## src/rtl/dma_macros.svh

```systemverilog
/* Flit layout, header fields and sizing for the DMA response path.
   Included by the package and by every RTL module that decodes flits. */
`ifndef DMA_MACROS_SVH
`define DMA_MACROS_SVH

// Flit framing: 2 type bits on top of a 32-bit payload
`define FLIT_WIDTH         34
`define FLIT_TYPE_MSB      33
`define FLIT_TYPE_LSB      32
`define FLIT_CONTENT_MSB   31
`define FLIT_CONTENT_LSB   0

// Flit type codes
`define FLIT_TYPE_SINGLE   2'b11
`define FLIT_TYPE_FIRST    2'b01
`define FLIT_TYPE_MIDDLE   2'b00
`define FLIT_TYPE_LAST     2'b10

// Header flit fields, inside the content
`define PACKET_TYPE_MSB    31
`define PACKET_TYPE_LSB    30
`define PACKET_TYPE_L2R_RESP 2'b10
`define PACKET_TYPE_R2L_RESP 2'b11
`define PACKET_RESP_LAST   29
`define PACKET_ID_MSB      1
`define PACKET_ID_LSB      0

// Sizing
`define TABLE_ENTRIES      4
`define NOC_PACKET_SIZE    16
`define MEM_WORDS          256

`endif

```

## src/rtl/dma_pkg.sv

```systemverilog
/* Shared types for the DMA response path: flit, address, data, id vectors
   and the writer FSM states. */
`include "dma_macros.svh"

package dma_pkg;

  // Raw flit as it travels on the NoC
  typedef logic [`FLIT_WIDTH-1:0] flit_t;

  // Wishbone side
  typedef logic [31:0] addr_t;
  typedef logic [31:0] data_t;

  // One id per request-table entry
  typedef logic [$clog2(`TABLE_ENTRIES)-1:0] resp_id_t;
  typedef logic [`TABLE_ENTRIES-1:0] pending_t;

  // Word index into local memory
  typedef logic [$clog2(`MEM_WORDS)-1:0] mem_idx_t;

  // Response writer FSM
  typedef enum logic [1:0] {
    IDLE,
    GET_SIZE,
    GET_ADDR,
    DATA
  } writer_state_t;

endpackage

```

## src/rtl/dma_req_table.sv

```systemverilog
/* Request table. One pending bit per DMA request id, set on allocation
   and cleared when the writer reports the response done. */
`timescale 1ns/1ps
`include "dma_macros.svh"

module dma_req_table
  import dma_pkg::*;
(
  input  logic     clk,
  input  logic     rst,
  input  logic     alloc_en_i,
  input  resp_id_t alloc_id_i,
  input  logic     done_en_i,
  input  resp_id_t done_id_i,
  output pending_t pending_o
);

  pending_t pending_q;

  assign pending_o = pending_q;

  // Clear first, set second, so alloc wins on the same id
  always_ff @(posedge clk) begin
    if (rst) begin
      pending_q <= '0;
    end else begin
      if (done_en_i) begin
        pending_q[done_id_i] <= 1'b0;
      end
      if (alloc_en_i) begin
        pending_q[alloc_id_i] <= 1'b1;
      end
    end
  end

endmodule

```

## config.mk

```make
export PLATFORM = sky130hd
export DESIGN_NAME = dma_req_table
export DESIGN_NICKNAME = d
export VERILOG_FILES = /design/src/rtl/dma_pkg.sv /design/src/rtl/dma_req_table.sv
export VERILOG_INCLUDE_DIRS = /design/src /design/src/rtl
export SDC_FILE = /design/constraint.sdc
export NUM_CORES = 1
export LEC_CHECK = 0
export ABC_AREA = 1
export BUFFER_PORTS_ARGS = -buffer_cell sky130_fd_sc_hd__buf_2
export CORE_AREA = 2 2 39 41
export CTS_CLUSTER_SIZE = 10
export DETAILED_ROUTE_END_ITERATION = 16
export DIE_AREA = 0 0 41 43
export HOLD_SLACK_MARGIN = 0.05
export PLACE_DENSITY = 0.37
export SYNTH_ARGS = -nofsm -noshare
export SYNTH_HDL_FRONTEND = slang
export SYNTH_SLANG_ARGS = --single-unit
```

## constraint.sdc

```tcl
create_clock -name clk -period 0.8 [get_ports clk]
set_clock_uncertainty 0.1 [all_clocks]
set_input_delay 0.04 -clock clk [delete_from_list [all_inputs] [get_ports clk]]
set_output_delay 0.04 -clock clk [all_outputs]
set_load 0.02 [all_outputs]
```

==> results.md, run 1 <==
Run status
• **outcome** finished, violations left
• **violations in the final reports** hold timing, setup timing

Global route
• **number of antenna violations at the first check in global routing** 0
• **global-route wire length before repair** 814 um
• **vias in the first global route** 196
• **grt ovf** 0
• **global routing usage summed across all routing layers** 0.0804
• **largest net degree at the start of global routing** 5

Floorplan
• **Die Y** 43 um
• **area of the die** 1760 sq um
• **horizontal extent of the die** 41 um
• **starting utilization of the core area** 0.127
• **Core Rows** 14
• **floorplan core area** 1380 sq um
• **number of top-level pins** 12

Worst hold path
• **hold path cells** 3
• **Hold Crit Class** in -> reg

Yosys
• **Syn Std Cell Area** 175 sq um
• **fraction of the mapped netlist area in adder cells** 0
• **multiplexer share of the synthesized area** 0
• **average cell area after synthesis** 7.62 sq um
• **simple-gate share of the synthesized area** 0.264
• **post-synthesis register bit count** 4
• **net count after synthesis** 31
• **Synthesis Warnings** 0
• **sequential cell area fraction in the yosys report** 0.457
• **main combinational cell family by area after synthesis** simple AND/OR/NAND/NOR gates
• **cells after synthesis** 23
• **compound-gate portion of the synthesized area** 0.193
• **xor and xnor fraction of the mapped netlist area** 0
• **post-synth cell types** 9

Placed design
• **number of port buffers** 11
• **weighted congestion at the end of routability-driven global placement** 0.638
• **area after detailed placement** 250 sq um

Route
• **routed wire length** 452 um
• **Routed WL per cell** 8.37 um
• **drt first pass iters** 2
• **DRC violation total after the first TritonRoute iteration** 1
• **number of vias in the routed layout** 201
• **drt drc** 0
• **antenna-violating nets left** 0
• **detail-routed via count per cell** 3.72

Critical path
• **sequence of cells on the critical path** buf_6
• **nature of the critical path startpoint** register
• **number of cells on the worst reg-to-reg path** 2
• **cell type group with the largest total delay on the critical path** flip-flops
• **largest fanout on the critical path** 2
• **kind of end point of the critical path** output pin
• **depth of the critical timing path with buffers and inverters included** 1
• **critical path buffer and inverter count** 1
• **Slowest cell on crit path** dfxtp_2
• **required time at the worst-slack endpoint** 0.66 ns
• **delay contributed by the slowest stage of the critical path** 0.31 ns
• **arrival time reported for the critical path endpoint** 0.67 ns
• **critical path class** reg -> out

Clock network
• **Post-CTS Setup Inserts** 0
• **CTS root buffer** clkbuf_4
• **number of buffers inserted by hold repair at cts** 1
• **clk buf depth** 2
• **post-CTS clock slew at the launch and capture registers of the worst setup and hold paths** 0.04 ns
• **H-tree depth** 1
• **CTS tree** done
• **number of clock sinks seen by CTS** 4
• **insertion delay to the later sink of the worst-skew pair** 0.23 ns
• **clock buffer count from CTS** 3

Timing
• **minimum setup slack in the final design** -0.00921 ns
• **Worst-Margin Slew** 0.169 ns
• **setup violators final** 4
• **unrepaired setup endpoints after global routing** yes
• **worst-case hold slack** -0.0122 ns
• **crit share post-route** 1.01
• **Min Clock Period, post-route** 0.809 ns
• **normalized max-slew margin** 0.887
• **highest clock frequency the design can meet** 1240 MHz
• **Hold Vio Cnt, Final** 2
• **post-route setup TNS** -0.0251 ns
• **count of final max-slew check failures** 0

Power
• **cell-internal power** 0.427 mW
• **worst voltage drop across the vdd grid** 0.550 mV
• **power per unit of standard cell area** 1770 nW/um^2
• **clock network fraction of design power** 0.440
• **Net Sw Power** 0.135 mW
• **Sw Share** 0.240
• **total leakage power** 0.143 nW
• **portion of total power attributed to combinational logic** 0.170
• **Sequential Power Share** 0.390

Finish
• **nets** 48
• **share of layout cells above drive strength 1** 0.579
• **layout-stage area growth over the synthesis result** 80.7%
• **flip-flop count of the largest register, all copies and words added** 4
• **Design Area, Final** 317 sq um
• **diodes inserted** 0

Job
• **Max Cap Violations** 0

## synthesized netlist by cell type (all sizes together)
| cell type | instances | area (sq um) |
|---|---|---|
| dfxtp | 4 | 80.1 |
| o21ai | 2 | 10.0 |
| inv | 4 | 15.0 |
| a21oi | 4 | 23.8 |
| nand3 | 6 | 35.0 |
| nand2 | 3 | 11.3 |
## path summary, 6_finish.rpt
path                      startpoint                      end  slack (ns)
max          pending_o[0]$_SDFF_PP0_             pending_o[0]      -0.009
max reg2reg  pending_o[2]$_SDFF_PP0_  pending_o[2]$_SDFF_PP0_        0.11
min reg2reg  pending_o[1]$_SDFF_PP0_  pending_o[1]$_SDFF_PP0_        0.37
min                    alloc_id_i[0]  pending_o[3]$_SDFF_PP0_       -0.01
## metal layers
layer	vias to the layer above	GRT usage	wire, um
met4	0	0.0800	0
met2	11	0.0719	154
met5	-	0	0
met1	83	0.0968	241
met3	0	0.0785	56
li1	107	-	-
## power groups by stage
stage          Clock [mW]  Sequential, mW  Combinational [mW]
5_1_grt             0.287           0.220               0.106
6_report            0.247           0.219              0.0953
3_5_place_dp            0           0.218              0.0783
2_1_floorplan           0           0.231              0.0247
3_3_place_gp            0           0.218              0.0793
4_1_cts             0.264           0.219              0.0937
## timing repair
action | 4_1_cts | 5_1_grt
gates resized for setup | 12 | 1
endpoints found under the setup margin | 4 | 5
hold endpoints to repair | 4 | 4
## final cells by class
class	instances	area [sq um]
Clock buffer	3	22.5
Fill cell	157	1070
Inverter	4	15.0
Multi-Input combinational cell	15	83.8
Sequential cell	4	85.1
Tap cell	16	20.0
Timing Repair Buffer	12	90.1
## through the flow
stage	cells	util	setup WS (ns)	total power, mW
2_1_floorplan	23	-	0.0201	0.255
3_3_place_gp	50	0.181	0.143	0.297
3_5_place_dp	50	0.181	0.140	0.296
4_1_cts	54	0.226	-0.0233	0.576
5_1_grt	54	0.229	-0.0520	0.613
6_report	54	0.229	-0.00921	0.561
## cell usage in the layout, fill, tap and decap left out
cell type / n
a21oi_2: 2
inv_2: 1
nand3_2: 1
o21ai_1: 2
clkbuf_4: 3
dfxtp_2: 4
dlygate4sd3_1: 1
buf_6: 4
nand2_1: 3
a21oi_1: 2
inv_1: 3
nand3_1: 5
buf_2: 7
## cell families after synthesis
| family | count (synthesis) |
|---|---|
| flip-flops | 4 |
| buffers and inverters | 4 |
| AND/OR/NAND/NOR | 9 |
| AO/OA/AOI/OAI | 6 |
No activity file was read; power rests on OpenSTA's default activity.
==> run 2, diff against run 1 <==
==> constraint.sdc (replaced) <==
create_clock -name clk -period 0.9 [get_ports clk]
set_clock_uncertainty 0.1 [all_clocks]
set_input_delay 0.045 -clock clk [delete_from_list [all_inputs] [get_ports clk]]
set_output_delay 0.045 -clock clk [all_outputs]
set_load 0.02 [all_outputs]
==> results.md, run 2 (synthesized netlist as in run 1, its figures left out) <==
Run status
• **outcome** completed

Clock network
• **post-CTS clock slew at the launch and capture registers of the worst setup and hold paths** 0.04 ns, about the same
• **number of clock sinks seen by CTS** 4, unchanged
• **clock buffer count from CTS** 3, unchanged
• **H-tree depth** 1, unchanged
• **clk buf depth** 2, unchanged
• **Post-CTS Setup Inserts** 0, unchanged
• **CTS root buffer** clkbuf_4
• **CTS tree** done
• **insertion delay to the later sink of the worst-skew pair** 0.23 ns, about the same

Critical path
• **delay contributed by the slowest stage of the critical path** 0.31 ns, about the same
• **sequence of cells on the critical path** buf_2
• **arrival time reported for the critical path endpoint** 0.71 ns, +0.04 ns
• **critical path class** reg -> out
• **kind of end point of the critical path** output pin
• **largest fanout on the critical path** 2, unchanged
• **Slowest cell on crit path** dfxtp_1
• **nature of the critical path startpoint** register
• **critical path buffer and inverter count** 1, unchanged
• **required time at the worst-slack endpoint** 0.75 ns, +0.09 ns
• **cell type group with the largest total delay on the critical path** flip-flops

Finish
• **fillcell total** 160, +1.9%
• **nets** 50, +4.2%
• **most common cell after layout, fill and taps aside** buf_2
• **footprint of the multi-input gates** 83.8 sq um, unchanged
• **sequential cell area in the final layout** 80.1 sq um, -5.9%
• **layout-stage area growth over the synthesis result** 79.3%
• **top library cells by usage in the layout, fill and taps aside** buf_2 (8), nand3_1 (5), dfxtp_1 (4)
• **utilization after layout** 0.227, -0.00181
• **share of layout cells above drive strength 1** 0.450, -0.129
• **diodes inserted** 0, unchanged
• **flip-flop count of the largest register, all copies and words added** 4, unchanged

Job
• **Max Cap Violations** 0, unchanged

Route
• **drt drc** 0, unchanged
• **highest routed layer** met3
• **Routed WL per cell** 7.91 um, -5.5%
• **met2 wire len** 151 um, -1.9%
• **routed length on met3** 71 um, +27%
• **met1 routed wirelength after detailed routing** 220 um, -8.7%
• **DRC violation total after the first TritonRoute iteration** 3, +2
• **antenna-violating nets left** 0, unchanged
• **detail-routed via count per cell** 3.86, +3.6%
• **number of vias in the routed layout** 216, +7.5%
• **drt first pass iters** 4, +2
• **routed wire length** 443 um, -2.0%

Timing
• **Min Clock Period, post-route** 0.851 ns
• **unrepaired setup endpoints after global routing** no
• **count of final max-slew check failures** 0, unchanged
• **worst-case hold slack** 0.0161 ns, +0.0283 ns
• **minimum setup slack in the final design** 0.0485 ns, +0.0577 ns
• **post-route setup TNS** 0 ns, +0.0251 ns
• **setup violators final** 0, -4
• **highest clock frequency the design can meet** 1170 MHz
• **Worst-Margin Slew** 0.149 ns, -0.0202 ns
• **normalized max-slew margin** 0.900, +0.0135
• **Hold Vio Cnt, Final** 0, -2
• **crit share post-route** 0.946

Power
• **total leakage power** 0.144 nW, +0.90%
• **power per unit of standard cell area** 1580 nW/um^2, -11%
• **worst voltage drop across the vdd grid** 0.625 mV, +14%

Floorplan
• **Die Y** 43 um, unchanged
• **horizontal extent of the die** 41 um, unchanged
• **floorplan core area** 1380 sq um, unchanged
• **number of top-level pins** 12, unchanged
• **starting utilization of the core area** 0.127, unchanged
• **area of the die** 1760 sq um, unchanged
• **Core Rows** 14, unchanged

Placed design
• **number of port buffers** 11, unchanged
• **placed wire-length estimate** 370 um
• **worst slack at placement** 0.234 ns, +0.0940 ns
• **weighted congestion at the end of routability-driven global placement** 0.638, unchanged

Global route
• **grt ovf** 0, unchanged
• **number of antenna violations at the first check in global routing** 0, unchanged
• **global-route wire length before repair** 759 um, -6.8%
• **vias in the first global route** 191, -2.6%
• **largest net degree at the start of global routing** 5, unchanged
• **global routing usage summed across all routing layers** 0.0724, -0.00804

Worst hold path
• **Hold Crit Class** in -> reg

## run 2: cell types whose count changed in the layout (fill, tap and decap cells not counted)
cell / before / now
buf_6: 4 / 0
dfxtp_1: 0 / 4
dfxtp_2: 4 / 0
buf_4: 0 / 3
dlygate4sd3_1: 1 / 3
buf_2: 7 / 8
## run 2: worst reg2reg max path: cells and delay by family, from the launching register on
kind,cells,cell delay (ns)
AOI/OAI and AO/OA,2,0.20
DFF,1,0.32
## run 2: stage by stage
stage               instance area, sq um  total power [mW]  instances
floorplan                            175             0.227         23
global placement                     250             0.264         50
detailed placement                   250             0.264         50
CTS                                  303             0.503         56
global route                         314             0.544         56
finish                               314             0.496         56
## run 2: per-layer routing
layer | track usage | up-vias
li1 | - | 112
met1 | 0.0903 | 91
met2 | 0.0719 | 13
met3 | 0.0628 | 0
met4 | 0.0600 | 0
met5 | 0 | -
## run 2: final cells by class
type                       instances  area share
sequential                         4       0.255
clock buffer                       3      0.0717
timing repair buffer              14       0.295
inverter                           4      0.0478
multi-input combinational         15       0.267
tap                               16      0.0637
## run 2: what timing repair did
item                                   4_1_cts  5_1_grt
endpoints found under the hold margin        4        3
setup endpoints to repair                    0        6
resized for setup                            0        4
hold buffers                                 3        1
## run 2: worst paths after layout
| check | from | endpoint | slack [ns] | depth (start not counted) |
|---|---|---|---|---|
| max | pending_o[0]$_SDFF_PP0_ | pending_o[0] | 0.05 | 1 |
| min | alloc_id_i[0] | pending_o[1]$_SDFF_PP0_ | 0.02 | 3 |
| max reg2reg | pending_o[3]$_SDFF_PP0_ | pending_o[3]$_SDFF_PP0_ | 0.22 | 2 |
| min reg2reg | pending_o[0]$_SDFF_PP0_ | pending_o[0]$_SDFF_PP0_ | 0.36 | 2 |
## run 2: power by group
group          internal [mW]  switching (mW)
Combinational         0.0397          0.0440
Clock                  0.149          0.0721
Sequential             0.187         0.00380
Total                  0.376           0.120
