### config.mk
export PLATFORM = sky130hd
export DESIGN_NAME = dma_wb_resp_writer_flat
export DESIGN_NICKNAME = d
export VERILOG_FILES = /design/src/rtl/dma_pkg.sv /design/src/rtl/dma_wb_if.sv /design/src/rtl/dma_wb_resp_writer.sv /design/src/flat_wrapper.sv
export VERILOG_INCLUDE_DIRS = /design/src /design/src/rtl
export SDC_FILE = /design/constraint.sdc
export NUM_CORES = 1
export LEC_CHECK = 0
export BUFFER_PORTS_ARGS = -buffer_cell sky130_fd_sc_hd__buf_2
export CAP_MARGIN = 10
export CORE_MARGIN = 10
export CORE_UTILIZATION = 35
export CTS_CLUSTER_SIZE = 12
export DETAILED_ROUTE_END_ITERATION = 12
export PLACE_DENSITY = 0.66
export SETUP_SLACK_MARGIN = 0.1
export SLEW_MARGIN = 20
export SYNTH_ARGS = -nofsm -noshare
export SYNTH_HDL_FRONTEND = slang
export SYNTH_SLANG_ARGS = --single-unit
### constraint.sdc
create_clock -name clk -period 6.85 [get_ports clk]
set_input_delay 1.0275 -clock clk [delete_from_list [all_inputs] [get_ports clk]]
set_output_delay 1.0275 -clock clk [all_outputs]
set_load 0.01 [all_outputs]
### src/rtl/dma_macros.svh
/* Flit layout, header fields and sizing for the DMA response path.
   Included by the package and by every RTL module that decodes flits. */
`ifndef DMA_MACROS_SVH
`define DMA_MACROS_SVH

// Flit framing: 2 type bits on top of a 32-bit payload
`define FLIT_WIDTH         34
`define FLIT_TYPE_MSB      33
`define FLIT_TYPE_LSB      32
`define FLIT_CONTENT_MSB   31
`define FLIT_CONTENT_LSB   0

// Flit type codes
`define FLIT_TYPE_SINGLE   2'b11
`define FLIT_TYPE_FIRST    2'b01
`define FLIT_TYPE_MIDDLE   2'b00
`define FLIT_TYPE_LAST     2'b10

// Header flit fields, inside the content
`define PACKET_TYPE_MSB    31
`define PACKET_TYPE_LSB    30
`define PACKET_TYPE_L2R_RESP 2'b10
`define PACKET_TYPE_R2L_RESP 2'b11
`define PACKET_RESP_LAST   29
`define PACKET_ID_MSB      1
`define PACKET_ID_LSB      0

// Sizing
`define TABLE_ENTRIES      4
`define NOC_PACKET_SIZE    16
`define MEM_WORDS          256

`endif

### src/rtl/dma_pkg.sv
/* Shared types for the DMA response path: flit, address, data, id vectors
   and the writer FSM states. */
`include "dma_macros.svh"

package dma_pkg;

  // Raw flit as it travels on the NoC
  typedef logic [`FLIT_WIDTH-1:0] flit_t;

  // Wishbone side
  typedef logic [31:0] addr_t;
  typedef logic [31:0] data_t;

  // One id per request-table entry
  typedef logic [$clog2(`TABLE_ENTRIES)-1:0] resp_id_t;
  typedef logic [`TABLE_ENTRIES-1:0] pending_t;

  // Word index into local memory
  typedef logic [$clog2(`MEM_WORDS)-1:0] mem_idx_t;

  // Response writer FSM
  typedef enum logic [1:0] {
    IDLE,
    GET_SIZE,
    GET_ADDR,
    DATA
  } writer_state_t;

endpackage

### src/rtl/dma_wb_if.sv
/* Wishbone bus between the response writer (master) and local memory (slave).
   Word writes only, linear bursts. */
`timescale 1ns/1ps

interface dma_wb_if
  import dma_pkg::*;
();

  addr_t       adr;
  data_t       dat_w;
  logic [3:0]  sel;
  logic        we;
  logic        cyc;
  logic        stb;
  // Burst type, 3'b010 incrementing or 3'b111 end of burst
  logic [2:0]  cti;
  logic [1:0]  bte;
  logic        ack;

  // Master holds request signals until ack
  modport master (
    output adr, dat_w, sel, we, cyc, stb, cti, bte,
    input  ack
  );

  modport slave (
    input  adr, dat_w, sel, we, cyc, stb, cti, bte,
    output ack
  );

endinterface

### src/rtl/dma_wb_resp_writer.sv
/* Response writer FSM. Decodes buffered response packets, retires L2R
   completions and writes R2L data words to local memory as Wishbone bursts. */
`timescale 1ns/1ps
`include "dma_macros.svh"

module dma_wb_resp_writer
  import dma_pkg::*;
(
  input  logic        clk,
  input  logic        rst,
  input  flit_t       buf_flit_i,
  input  logic        buf_valid_i,
  output logic        buf_ready_o,
  dma_wb_if.master    wb,
  output logic        done_en_o,
  output resp_id_t    done_id_o
);

  ////////////////////////////////////////////////////////////
  // State and header registers

  writer_state_t state_q;
  writer_state_t state_d;
  addr_t         addr_q;
  addr_t         addr_d;
  resp_id_t      id_q;
  resp_id_t      id_d;
  logic          resp_last_q;
  logic          resp_last_d;

  logic [1:0]    pkt_type;
  logic          last_flit;

  // Header decode, only meaningful in IDLE
  assign pkt_type = buf_flit_i[`PACKET_TYPE_MSB:`PACKET_TYPE_LSB];

  assign last_flit = (buf_flit_i[`FLIT_TYPE_MSB:`FLIT_TYPE_LSB] == `FLIT_TYPE_LAST) |
                     (buf_flit_i[`FLIT_TYPE_MSB:`FLIT_TYPE_LSB] == `FLIT_TYPE_SINGLE);

  // Bus fields that follow registers or the current flit
  assign wb.adr   = addr_q;
  assign wb.dat_w = buf_flit_i[`FLIT_CONTENT_MSB:`FLIT_CONTENT_LSB];
  // Whole words, linear bursts
  assign wb.sel   = 4'hf;
  assign wb.bte   = 2'b00;
  // End the burst on the packet's last flit
  assign wb.cti   = last_flit ? 3'b111 : 3'b010;

  ////////////////////////////////////////////////////////////
  // Next state logic

  always_comb begin
    state_d     = state_q;
    addr_d      = addr_q;
    id_d        = id_q;
    resp_last_d = resp_last_q;
    buf_ready_o = 1'b0;
    wb.cyc      = 1'b0;
    wb.stb      = 1'b0;
    wb.we       = 1'b0;
    done_en_o   = 1'b0;
    done_id_o   = id_q;

    case (state_q)
      IDLE: begin
        buf_ready_o = 1'b1;
        if (buf_valid_i) begin
          id_d        = buf_flit_i[`PACKET_ID_MSB:`PACKET_ID_LSB];
          resp_last_d = buf_flit_i[`PACKET_RESP_LAST];
          if (pkt_type == `PACKET_TYPE_L2R_RESP) begin
            // Completion retires right away, with the header id
            done_en_o = 1'b1;
            done_id_o = buf_flit_i[`PACKET_ID_MSB:`PACKET_ID_LSB];
          end else if (pkt_type == `PACKET_TYPE_R2L_RESP) begin
            state_d = GET_SIZE;
          end
          // Unknown packet types are dropped
        end
      end
      GET_SIZE: begin
        // Size is implied by the last flit, so skip it
        buf_ready_o = 1'b1;
        if (buf_valid_i) begin
          state_d = GET_ADDR;
        end
      end
      GET_ADDR: begin
        buf_ready_o = 1'b1;
        if (buf_valid_i) begin
          addr_d  = buf_flit_i[`FLIT_CONTENT_MSB:`FLIT_CONTENT_LSB];
          state_d = DATA;
        end
      end
      DATA: begin
        wb.cyc = 1'b1;
        wb.stb = 1'b1;
        wb.we  = 1'b1;
        // Flit consumed with the beat's ack
        if (wb.ack) begin
          buf_ready_o = 1'b1;
          addr_d      = addr_q + 32'd4;
          if (last_flit) begin
            state_d = IDLE;
            if (resp_last_q) begin
              done_en_o = 1'b1;
            end
          end
        end
      end
      default: begin
        state_d = IDLE;
      end
    endcase
  end

  always_ff @(posedge clk) begin
    if (rst) begin
      state_q     <= IDLE;
      resp_last_q <= 1'b0;
    end else begin
      state_q     <= state_d;
      resp_last_q <= resp_last_d;
    end
  end

  // Burst address and response id, loaded from the packet flits
  always_ff @(posedge clk) begin
    addr_q <= addr_d;
    id_q   <= id_d;
  end

endmodule

### src/flat_wrapper.sv
// flat-port wrapper written by rule: the top's interface ports become plain ports
module dma_wb_resp_writer_flat import dma_pkg::*;
  (clk, rst, buf_flit_i, buf_valid_i, buf_ready_o, done_en_o, done_id_o, wb_adr, wb_dat_w, wb_sel, wb_we, wb_cyc, wb_stb, wb_cti, wb_bte, wb_ack);
  dma_wb_if wb_i ();
  input  logic clk;
  input  logic rst;
  input  flit_t buf_flit_i;
  input  logic buf_valid_i;
  output logic buf_ready_o;
  output logic done_en_o;
  output resp_id_t done_id_o;
  output wire logic [$bits(wb_i.adr)-1:0] wb_adr;
  output wire logic [$bits(wb_i.dat_w)-1:0] wb_dat_w;
  output wire logic [$bits(wb_i.sel)-1:0] wb_sel;
  output wire logic [$bits(wb_i.we)-1:0] wb_we;
  output wire logic [$bits(wb_i.cyc)-1:0] wb_cyc;
  output wire logic [$bits(wb_i.stb)-1:0] wb_stb;
  output wire logic [$bits(wb_i.cti)-1:0] wb_cti;
  output wire logic [$bits(wb_i.bte)-1:0] wb_bte;
  input wire logic [$bits(wb_i.ack)-1:0] wb_ack;
  assign wb_adr = wb_i.adr;
  assign wb_dat_w = wb_i.dat_w;
  assign wb_sel = wb_i.sel;
  assign wb_we = wb_i.we;
  assign wb_cyc = wb_i.cyc;
  assign wb_stb = wb_i.stb;
  assign wb_cti = wb_i.cti;
  assign wb_bte = wb_i.bte;
  assign wb_i.ack = wb_ack;
  dma_wb_resp_writer u_core (.clk(clk), .rst(rst), .buf_flit_i(buf_flit_i), .buf_valid_i(buf_valid_i), .buf_ready_o(buf_ready_o), .wb(wb_i), .done_en_o(done_en_o), .done_id_o(done_id_o));
endmodule
==> results of run 1 <==
## cells in the final DEF (no fill, tap or decap), types with 7 or more instances in the layout
cell and instances:
buf_2 109, nor2_1 37, edfxtp_1 34, a31oi_1 15, a21oi_1 14, nand3_1 13
nand4_1 10, xor2_1 10, nand2_1 9, or3_1 8, or4_1 7, conb_1 7
## area by class of cell
class | instances | share of cell area
clock inverters | 2 | 0.00335
flip-flops and latches | 37 | 0.362
repair buffers | 110 | 0.185
clock buffers | 6 | 0.0243
well taps | 99 | 0.0415
inverters | 5 | 0.00628
multi-input cells | 183 | 0.377
## path summary, 6_finish.rpt
| path | endpoint | slack (ns) |
|---|---|---|
| max | done_id_o[0] | 3.83 |
| max reg2reg | u_core.wb.adr[9] | 4.28 |
| min | u_core.resp_last_q | 0.52 |
| min reg2reg | u_core.resp_last_q | 0.52 |
## flip-flops by register name (all words and copies together), names as in the netlist
name and cells:
u_core.id_q 2, u_core.state_q 2, u_core.resp_last_q 1, u_core.wb.adr 32
## metal layers
| metal | global-route usage | wire length, µm | up-vias |
|---|---|---|---|
| met2 | 0.193 | 3060 | 91 |
| met1 | 0.137 | 2990 | 997 |
| li1 | - | - | 1094 |
| met5 | 0 | 0 | - |
| met3 | 0.0560 | 744 | 7 |
| met4 | 0.0348 | 57 | 0 |
## where the power goes
group          switching (mW)  internal [mW]
logic                  0.0977         0.0686
registers              0.0250          0.281
clock network          0.0786         0.0706
## cells in the mapped netlist (all sizes together)
master	number	area (µm²)
nand2b	1	6.26
mux2i	3	30.0
inv	5	18.8
o31ai	4	30.0
nand4	10	62.6
o21ba	1	10.0
ha	5	62.6
and3	5	32.5
o41ai	3	26.3
dfxtp	3	60.1
nor2b	3	18.8
clkbuf	11	41.3
or3	8	50.1
nand3	14	75.1
a21oi	15	75.1
nand3b	1	7.51
conb	2	7.51
xnor2	3	26.3
a21boi	1	7.51
nor2	37	139
a211oi	2	15.0
edfxtp	34	1020
a31oi	15	93.8
and2	1	6.26
and4	3	26.3
buf	45	339
mux2	3	33.8
nand2	9	33.8
or4	7	52.6
or4b	3	30.0
o21ai	8	40.0
nand4b	1	8.76
xor2	10	87.6
## per-stage QoR
stage                util  power [mW]
floorplan               -       0.426
global placement    0.403       0.473
detailed placement  0.403       0.479
CTS                 0.414       0.629
global route        0.414       0.660
finish              0.414       0.622
## cells by family (layout without fill, tap and decap cells)
kind of cell	Yosys count	in the layout
flip-flops	37	37
XOR/XNOR	13	13
adder cells (fa/ha/maj)	5	5
AO/OA/AOI/OAI	49	49
AND/OR/NAND/NOR	103	103
other	2	7
multiplexers	6	6
buffers and inverters	61	123
## worst max-delay path, cell delays in order
cell and delay, ns:
buf_2 0.12, and2_1 0.19, nand3b_1 0.17, mux2_2 0.35
buf_2 0.14
==> results by group, run 1 <==
Run status
  – Status: finished clean

Route
  – Initial drt markers: 94
  – Wirelength, routed: between 6000 and 7000 µm
  – Antenna viol nets, final: 0
  – Post-route DRC: 0
  – Routed vias/inst: between 4 and 5
  – Vias: between 2000 and 2500
  – DRT Pass-1 Iters: 4
  – Routed WL per cell: approximately 15 µm

Worst hold path
  – Worst Hold Launch: u_core.resp_last_q
  – WHS Path Cells: 2
  – Hold crit path type: reg -> reg

Placed design
  – Placed cell count: between 400 and 500
  – Pre-CTS setup slack: approximately 3.8 ns
  – HPWL after detailed placement: 5130 µm
  – Placed inst area: about 2900 µm²
  – Gpl congestion: 0.799
  – Port Buffers: ~110

Cells and area
  – Area of the multi-input gates: around 1100 µm²
  – Layout cells sized above 1: 0.364
  – # diodes: 0
  – Synth-to-layout area growth: 16.0%
  – Register cell area after layout: ~1100 µm²
  – Finished Cell Area: ~3000 µm²
  – Fill cells: between 700 and 800
  – Nets: 385
  – Layout Cells excl Fill: 442

Yosys
  – Multiplexer area fraction after synthesis: 0.0248
  – Flops & latches, synth: 37
  – YS warnings: 0
  – Largest family of logic cells by synthesized area: simple AND/OR/NAND/NOR gates
  – Mapped Cells: about 280
  – Xor/xnor cell area share of the yosys netlist: 0.0442
  – Adder-cell share of the synthesized area: 0.0243
  – Register area share after synthesis: 0.420
  – Synth unique cells: 38
  – Post-Synth Simple-Gate Area: 0.213
  – Avg Cell Area, Syn: roughly 9.3 µm²
  – Synthesized area: roughly 2600 µm²
  – Post-synthesis compound-gate area fraction: 0.116

STA
  – Setup TNS: 0 ns
  – F_max: about 330 MHz
  – Final hold vios: 0
  – RSZ-0062 raised after global routing: no
  – Final setup violation count: 0
  – Tcrit/Tclk final: 0.442
  – Slew @ Worst Pin: between 1 and 1.5 ns
  – Worst clock skew: ~0.008 ns
  – Max Transition Viols Final: 0
  – Slew margin rel.: 0.301
  – Fin crit period: slightly above 3 ns
  – Setup ws final: 3.83 ns
  – WHS: ~0.52 ns

Global route
  – First-pass GRT wire length: between 10000 and 15000 µm
  – Number of global-route vias before repair: 2277
  – Initial antenna violation count: 0
  – Largest net degree at the start of global routing: 65
  – Remaining global-route overflow: 0
  – Gr usage total: 0.119

Pwr
  – Power Dens Cells: around 210 nW/µm²
  – P_leak: 1.18 nW
  – Maximum VDD drop: ~90 µV

Clocking
  – Clock Root Buffer: clkbuf_8
  – Post-CTS Setup Bufs: 0
  – Resize count post-CTS: 0
  – Total CTS buffers: 5
  – CTS Sinks: 37
  – # H-tree levels: 2
  – Worst-Skew Late Latency: just under 0.3 ns
  – CTS tree: built
  – Hold_buf cts: 0
  – Clock buffer depth: 2
  – Clk slew on worst S/H paths: ~0.08 ns

Worst setup path
  – CP Launch Type: primary input
  – Data arrival, critical path: roughly 2.0 ns
  – Maximum fanout along the worst path: 4
  – R2R Path Start: u_core.state_q[0]
  – Crit. End Element: output port
  – Cell count of the worst reg-to-reg path: 4
  – Worst path required time: a little under 6 ns
  – Setup CP Type: in -> out
  – Worst Setup SP: buf_valid_i

Die
  – Total die area: between 10000 and 15000 µm²
  – Die width: 106 µm
  – I/O pin count: 118
  – Starting Density: 0.357
  – Die Y: around 110 µm
  – Core ar.: 7210 µm²
  – Placement Rows: 31

Flow run
  – MaxCap Viol Count: 0
(Power assumes the default switching activity.)
==> inputs of run 2 (changes only) <==
--- a/config.mk
+++ b/config.mk
@@ -6,13 +6,14 @@
 export SDC_FILE = /design/constraint.sdc
 export NUM_CORES = 1
 export LEC_CHECK = 0
+export ABC_AREA = 1
 export BUFFER_PORTS_ARGS = -buffer_cell sky130_fd_sc_hd__buf_2
 export CAP_MARGIN = 10
 export CORE_MARGIN = 10
 export CORE_UTILIZATION = 35
 export CTS_CLUSTER_SIZE = 12
 export DETAILED_ROUTE_END_ITERATION = 12
-export PLACE_DENSITY = 0.66
+export PLACE_DENSITY = 0.64
 export SETUP_SLACK_MARGIN = 0.1
 export SLEW_MARGIN = 20
 export SYNTH_ARGS = -nofsm -noshare
==> constraint.sdc (replaced) <==
create_clock -name clk -period 3.12 [get_ports clk]
set_input_delay 0.468 -clock clk [delete_from_list [all_inputs] [get_ports clk]]
set_output_delay 0.468 -clock clk [all_outputs]
set_load 0.01 [all_outputs]
==> run 2 against run 1 <==
Global-route usage rose by 0.22 points. Area after synthesis rose by 12%. Sequential power rose to 3.0 times the previous value. Die area rose by 9.8%. Largest power group unchanged. First-iteration DRC count rose by 48%. Register-to-register slack got worse by 3.2 ns. Synthesized cell count rose by 46%. Clock power rose to 2.9 times the previous value. Combinational power rose to 5.5 times the previous value.
==> results by group, run 2 <==
Pwr
  – P_leak: roughly 1.6 nW
  – Maximum VDD drop: a little over 300 µV
  – Power Dens Cells: roughly 670 nW/µm²
  – Final total power: roughly 2.3 mW

Yosys
  – Top post-synthesis cells by count: 135 x nand2_1, 47 x nor2_1, 45 x buf_4
  – Dominant cells by area after synthesis: edfxtp_1 35%, nand2_1 18%, buf_4 12%
  – Synthesized area: 2890 µm²
  – Register area share after synthesis: 0.375
  – Post-synth EDFFs: 34
  – Avg Cell Area, Syn: between 7 and 8 µm²
  – Flops & latches, synth: 37
  – Mapped Cells: between 400 and 500
  – Asr flop ratio synth: 0
  – Post-synth top area cell: edfxtp_1
  – Top-area cell type share of the netlist area: 0.354
  – Synth unique cells: 28
  – YS warnings: 0
  – Primary FF master, synth: edfxtp_1
  – Most common cell in the synthesized netlist: nand2_1

Global route
  – Number of global-route vias before repair: between 2000 and 3000
  – Remaining global-route overflow: 0
  – First-pass GRT wire length: roughly 13000 µm
  – Initial antenna violation count: 0
  – Gr usage total: 0.121
  – Largest net degree at the start of global routing: a little over 40

Worst setup path
  – Cell count of the worst reg-to-reg path: 9
  – Maximum fanout along the worst path: 5
  – R2R Path Start: u_core.state_q[0]
  – Crit. End Element: output port
  – Worst path required time: around 2.7 ns
  – Setup CP Type: reg -> out
  – Data arrival, critical path: 1.68 ns
  – CP Launch Type: flop
  – R2R Setup Slk: between 1 and 1.5 ns
  – RR Endpoint: u_core.state_q[0]

Cells and area
  – # diodes: 0
  – Layout cells sized above 1: 0.294
  – Max reg flops: 32
  – Synth-to-layout area growth: 16.1%
  – Fill cells: about 900
  – Finished Cell Area: ~3400 µm²
  – Nets: just over 500
  – Most frequent cells in the layout: 135 x nand2_1, 109 x buf_2, 47 x nor2_1
  – Commonest non-fill, non-tap cell in the layout: nand2_1

Placed design
  – HPWL after detailed placement: between 6000 and 7000 µm
  – Placed inst area: roughly 3200 µm²
  – Gpl congestion: a little under 0.9
  – Port Buffers: approximately 110

Die
  – Starting Density: 0.355
  – I/O pin count: about 120
  – Placement Rows: 33
  – Total die area: 12300 µm²
  – Die Y: between 100 and 150 µm
  – Die width: ~110 µm
  – Core ar.: about 8000 µm²

STA
  – F_max: 465 MHz
  – Final setup violation count: 0
  – RSZ-0062 raised after global routing: no
  – Fin crit period: roughly 2.2 ns
  – Tcrit/Tclk final: 0.690
  – Worst clock skew: ~0.010 ns
  – Setup TNS: 0 ns
  – WHS: roughly 0.38 ns
  – Max Transition Viols Final: 0
  – Final hold vios: 0

Route
  – Met3 routed WL: around 820 µm
  – Vias: approximately 2600
  – Routed vias/inst: roughly 4.4
  – Routed WL per cell: ~13 µm
  – Antenna viol nets, final: 0
  – Top Layer Used: met4
  – DRT Pass-1 Iters: 4
  – Met1 Wirelength: about 3300 µm
  – Wirelength, routed: around 7600 µm
  – Met2 WL: between 3000 and 4000 µm
  – Initial drt markers: roughly 140
  – Post-route DRC: 0

Clocking
  – Total CTS buffers: 5
  – # H-tree levels: 2
  – Hold_buf cts: 0
  – Clock Root Buffer: clkbuf_8
  – Clock buffer depth: 2
  – CTS tree: built
  – Resize count post-CTS: 0
  – CTS Sinks: 37
  – Clk slew on worst S/H paths: approximately 0.070 ns
  – Worst-Skew Late Latency: slightly below 0.3 ns
  – Post-CTS Setup Bufs: 0

Worst hold path
  – WHS Path Cells: 1
  – Worst Hold Launch: buf_flit_i[1]
  – Hold Path End: u_core.id_q[1]
  – Hold crit path type: in -> reg

Flow run
  – MaxCap Viol Count: 0

Run status
  – Status: finished clean
[run 2: changes by cell type in the layout (fill, tap and decap cells not counted), moves of 6 or more]
cell     previous run  this run
xor2_1             10         3
or4_1               7         0
or3_1               8         0
nand2_1             9       135
nand3_1            13        33
nand4_1            10         1
a21oi_1            14         2
inv_1               5        39
nor2_1             37        47
o21ai_0             5        14
nor2_2              0         6
a31oi_1            15         1
[run 2: cell families (layout without fill, tap and decap cells)]
kind of cell,count (synthesis),count (layout),share of synthesized area
and+or+nand+nor,243,243,0.369
buffers and inverters,90,159,0.180
DFF,37,37,0.375
AOI/OAI and AO/OA,21,21,0.0368
adders and majority gates,5,5,0.0217
xor gates and xnor gates,5,5,0.0152
other,2,7,0.00260
[run 2: metal layers]
metal	up-vias	track usage
met5	-	0
met4	0	0.0286
met3	6	0.0519
met2	91	0.201
met1	1117	0.141
li1	1363	-
[run 2: metrics by stage]
step | utilization | cells | setup WS, ns
after CTS | 0.412 | 582 | 0.958
after detailed placement | 0.398 | 574 | 1.02
final | 0.412 | 582 | 0.968
after floorplan | - | 408 | 0.146
after global placement | 0.398 | 574 | 1.11
after global routing | 0.412 | 582 | 0.735
[run 2: layout make-up]
class | count | area (µm²) | area share
multi-input combinational | 281 | 1310 | 0.390
sequential | 37 | 1080 | 0.323
timing repair buffer | 112 | 568 | 0.169
inverter | 39 | 146 | 0.0437
tap | 105 | 131 | 0.0392
clock buffer | 7 | 86.3 | 0.0258
clock inverter | 1 | 30.0 | 0.00896
[run 2: critical path, cell delays in order, from the launching register on]
cell and delay, ns:
dfxtp_1 0.35, inv_1 0.10, ha_1 0.22, nand2_1 0.08, inv_1 0.12, nand2_1 0.06, nor2_1 0.08, inv_1 0.09
o21ai_0 0.14, buf_2 0.16
[run 2: power breakdown]
| part | leakage (nW) | internal, mW | switching (mW) | total [mW] |
|---|---|---|---|---|
| clock network | 0.0585 | 0.261 | 0.172 | 0.432 |
| logic | 1.25 | 0.316 | 0.595 | 0.911 |
| registers | 0.339 | 0.770 | 0.149 | 0.919 |
[run 2: worst max path at each step]
stage,start,endpoint,cells past startpoint
after floorplan,u_core.state_q[0],u_core.wb.adr[10],5
after global placement,u_core.state_q[0],u_core.state_q[0],9
after detailed placement,u_core.state_q[0],u_core.state_q[0],9
after CTS,u_core.state_q[0],done_id_o[1],10
after global routing,u_core.state_q[1],done_id_o[0],9
final,u_core.state_q[0],done_id_o[1],9
==> inputs of run 3 (changes only) <==
--- a/config.mk
+++ b/config.mk
@@ -13,7 +13,7 @@
 export CORE_UTILIZATION = 35
 export CTS_CLUSTER_SIZE = 12
 export DETAILED_ROUTE_END_ITERATION = 12
-export PLACE_DENSITY = 0.64
+export PLACE_DENSITY = 0.67
 export SETUP_SLACK_MARGIN = 0.1
 export SLEW_MARGIN = 20
 export SYNTH_ARGS = -nofsm -noshare
==> constraint.sdc (replaced) <==
create_clock -name clk -period 1.76 [get_ports clk]
set_input_delay 0.264 -clock clk [delete_from_list [all_inputs] [get_ports clk]]
set_output_delay 0.264 -clock clk [all_outputs]
set_load 0.01 [all_outputs]
==> run 3 against run 2 <==
Sequential cell count did not move. Cell area is 10% higher. Combinational power grew to 2.6 times the previous value. First-iteration DRC count shrank 30%. Power rose by 100%. Global-route usage grew 0.39 points. Die area unchanged. Register-to-register slack got worse by 0.95 ns. Largest cell class unchanged.
==> results by group, run 3 (synthesis gave the netlist of run 2 again) <==
STA
  – Setup ws final: 0.0753 ns
  – Fin crit period: roughly 1.7 ns
  – WHS: 0.197 ns
  – Final setup violation count: 0
  – Final hold vios: 0
  – Worst clock skew: 0.00691 ns
  – Max Transition Viols Final: 0
  – Setup TNS: 0 ns
  – F_max: between 500 and 600 MHz
  – RSZ-0062 raised after global routing: yes
  – Tcrit/Tclk final: 0.957

Placed design
  – Gpl congestion: between 0.8 and 0.9
  – Placed cell count: between 500 and 600
  – Port Buffers: between 100 and 150
  – HPWL after detailed placement: roughly 6300 µm
  – Pre-CTS setup slack: approximately 0.14 ns
  – Placed inst area: 3290 µm²

Pwr
  – Final total power: 4.55 mW
  – Net switching power: 1.86 mW
  – Clock share of power: 0.125
  – Maximum VDD drop: ~630 µV
  – Power Dens Cells: about 1200 nW/µm²
  – P_leak: 1.77 nW
  – Combinational power share: 0.513
  – Reg power frac: 0.362
  – Switching share of power: 0.409
  – Internal power: about 2.7 mW

Clocking
  – Total CTS buffers: 5
  – # H-tree levels: 2
  – Clock buffer depth: 2
  – Clk slew on worst S/H paths: around 0.070 ns
  – Clock Root Buffer: clkbuf_8
  – CTS tree: built
  – Worst-Skew Late Latency: around 0.29 ns
  – CTS Sinks: 37

Worst setup path
  – R2R Path Start: u_core.wb.adr[3]
  – CP Launch Type: flop
  – Cell count of the worst reg-to-reg path: 8
  – Critical path's top delay family: flip-flops
  – Maximum fanout along the worst path: 5
  – Worst path required time: ~1.5 ns
  – R2R Setup Slk: around 0.10 ns
  – Critical-path top delay cell: dfxtp_4
  – CP Buf/Inv Count: 4
  – Crit. End Element: output port
  – RR Endpoint: u_core.wb.adr[20]
  – Max incr delay on CP: 0.35 ns
  – Data arrival, critical path: ~1.4 ns
  – Crit-path cells: inv_4, ha_4, nand2_2, inv_2, nand2_2, nor2_2, inv_2, o21ai_1, buf_2
  – Worst Setup SP: u_core.state_q[0]
  – Setup CP Type: reg -> out

Worst hold path
  – Hold Path End: u_core.id_q[1]
  – WHS Path Cells: 1
  – Hold crit path type: in -> reg
  – Worst Hold Launch: buf_flit_i[1]

Cells and area
  – Layout Cells excl Fill: between 600 and 700
  – Finished Cell Area: roughly 3700 µm²
  – Nets: approximately 540
  – Max reg flops: 32
  – Post-route core utilization: 0.454
  – Commonest non-fill, non-tap cell in the layout: nand2_1
  – Fill cells: ~820
  – # diodes: 0
  – Most frequent cells in the layout: 130 x nand2_1, 109 x buf_2, 42 x nor2_1
  – Synth-to-layout area growth: 28.0%
  – Layout cells sized above 1: 0.392

Run status
  – Status: finished clean

Route
  – Antenna viol nets, final: 0
  – Routed WL per cell: between 10 and 15 µm
  – Vias: approximately 2700
  – Post-route DRC: 0
  – Initial drt markers: 97
  – Wirelength, routed: about 8300 µm
  – DRT Pass-1 Iters: 4
  – Routed vias/inst: between 4 and 5

Die
  – Die Y: between 100 and 150 µm
  – Die width: 111 µm
  – Placement Rows: 33
  – Core ar.: slightly above 8000 µm²
  – Starting Density: 0.355
  – I/O pin count: 118
  – Total die area: 12300 µm²

Global route
  – Largest net degree at the start of global routing: 39
  – First-pass GRT wire length: around 13000 µm
  – Remaining global-route overflow: 0
  – Initial antenna violation count: 0
  – Gr usage total: 0.125
  – Number of global-route vias before repair: about 2800

Flow run
  – MaxCap Viol Count: 0
-- run 3: power by group through the flow --
stage | Sequential (mW) | Combinational, mW | Clock [mW]
finish | 1.65 | 2.33 | 0.570
global route | 1.68 | 2.59 | 0.617
CTS | 1.63 | 1.93 | 0.585
detailed placement | 1.65 | 1.73 | 0
global placement | 1.64 | 1.70 | 0
floorplan | 1.71 | 1.08 | 0
-- run 3: what timing repair did --
action                                  4_1_cts  5_1_grt
setup buffers                                 8       10
hold buffers                                  0        0
endpoints found under the setup margin        3       50
pin swaps                                     5       19
gates cloned                                  0        3
resized for setup                            14       26
-- run 3: layout make-up --
| class | count | area (µm²) | share of cell area |
|---|---|---|---|
| Tap cell | 105 | 131 | 0.0356 |
| Inverter | 39 | 154 | 0.0417 |
| Clock inverter | 1 | 3.75 | 0.00102 |
| Clock buffer | 6 | 72.6 | 0.0196 |
| Multi-Input combinational cell | 281 | 1440 | 0.390 |
| Timing Repair Buffer | 134 | 805 | 0.218 |
| Sequential cell | 37 | 1090 | 0.295 |
-- run 3: routing by layer --
| metal | vias up | track usage | part of all wire |
|---|---|---|---|
| met1 | 1234 | 0.139 | 0.42 |
| met3 | 15 | 0.0514 | 0.091 |
| li1 | 1402 | - | - |
| met2 | 90 | 0.217 | 0.48 |
| met5 | - | 0 | 0 |
| met4 | 0 | 0.0304 | 0.014 |
-- run 3: worst max path at each step --
| stage | end | slack, ns | depth (start not counted) |
|---|---|---|---|
| 4_1_cts | done_id_o[0] | 0.04 | 9 |
| 5_1_grt | done_en_o | -0.03 | 9 |
| 3_3_place_gp | u_core.wb.adr[14] | 0.16 | 8 |
| 2_1_floorplan | u_core.wb.adr[10] | -0.03 | 5 |
| 3_5_place_dp | u_core.wb.adr[20] | 0.14 | 8 |
| 6_report | done_id_o[1] | 0.08 | 9 |
-- run 3: worst reg2reg max path: cells and delay by family, from the launching register on --
family	cells	cell delay [ns]
simple gates	7	0.84
fa+ha+maj	1	0.21
flops	1	0.39
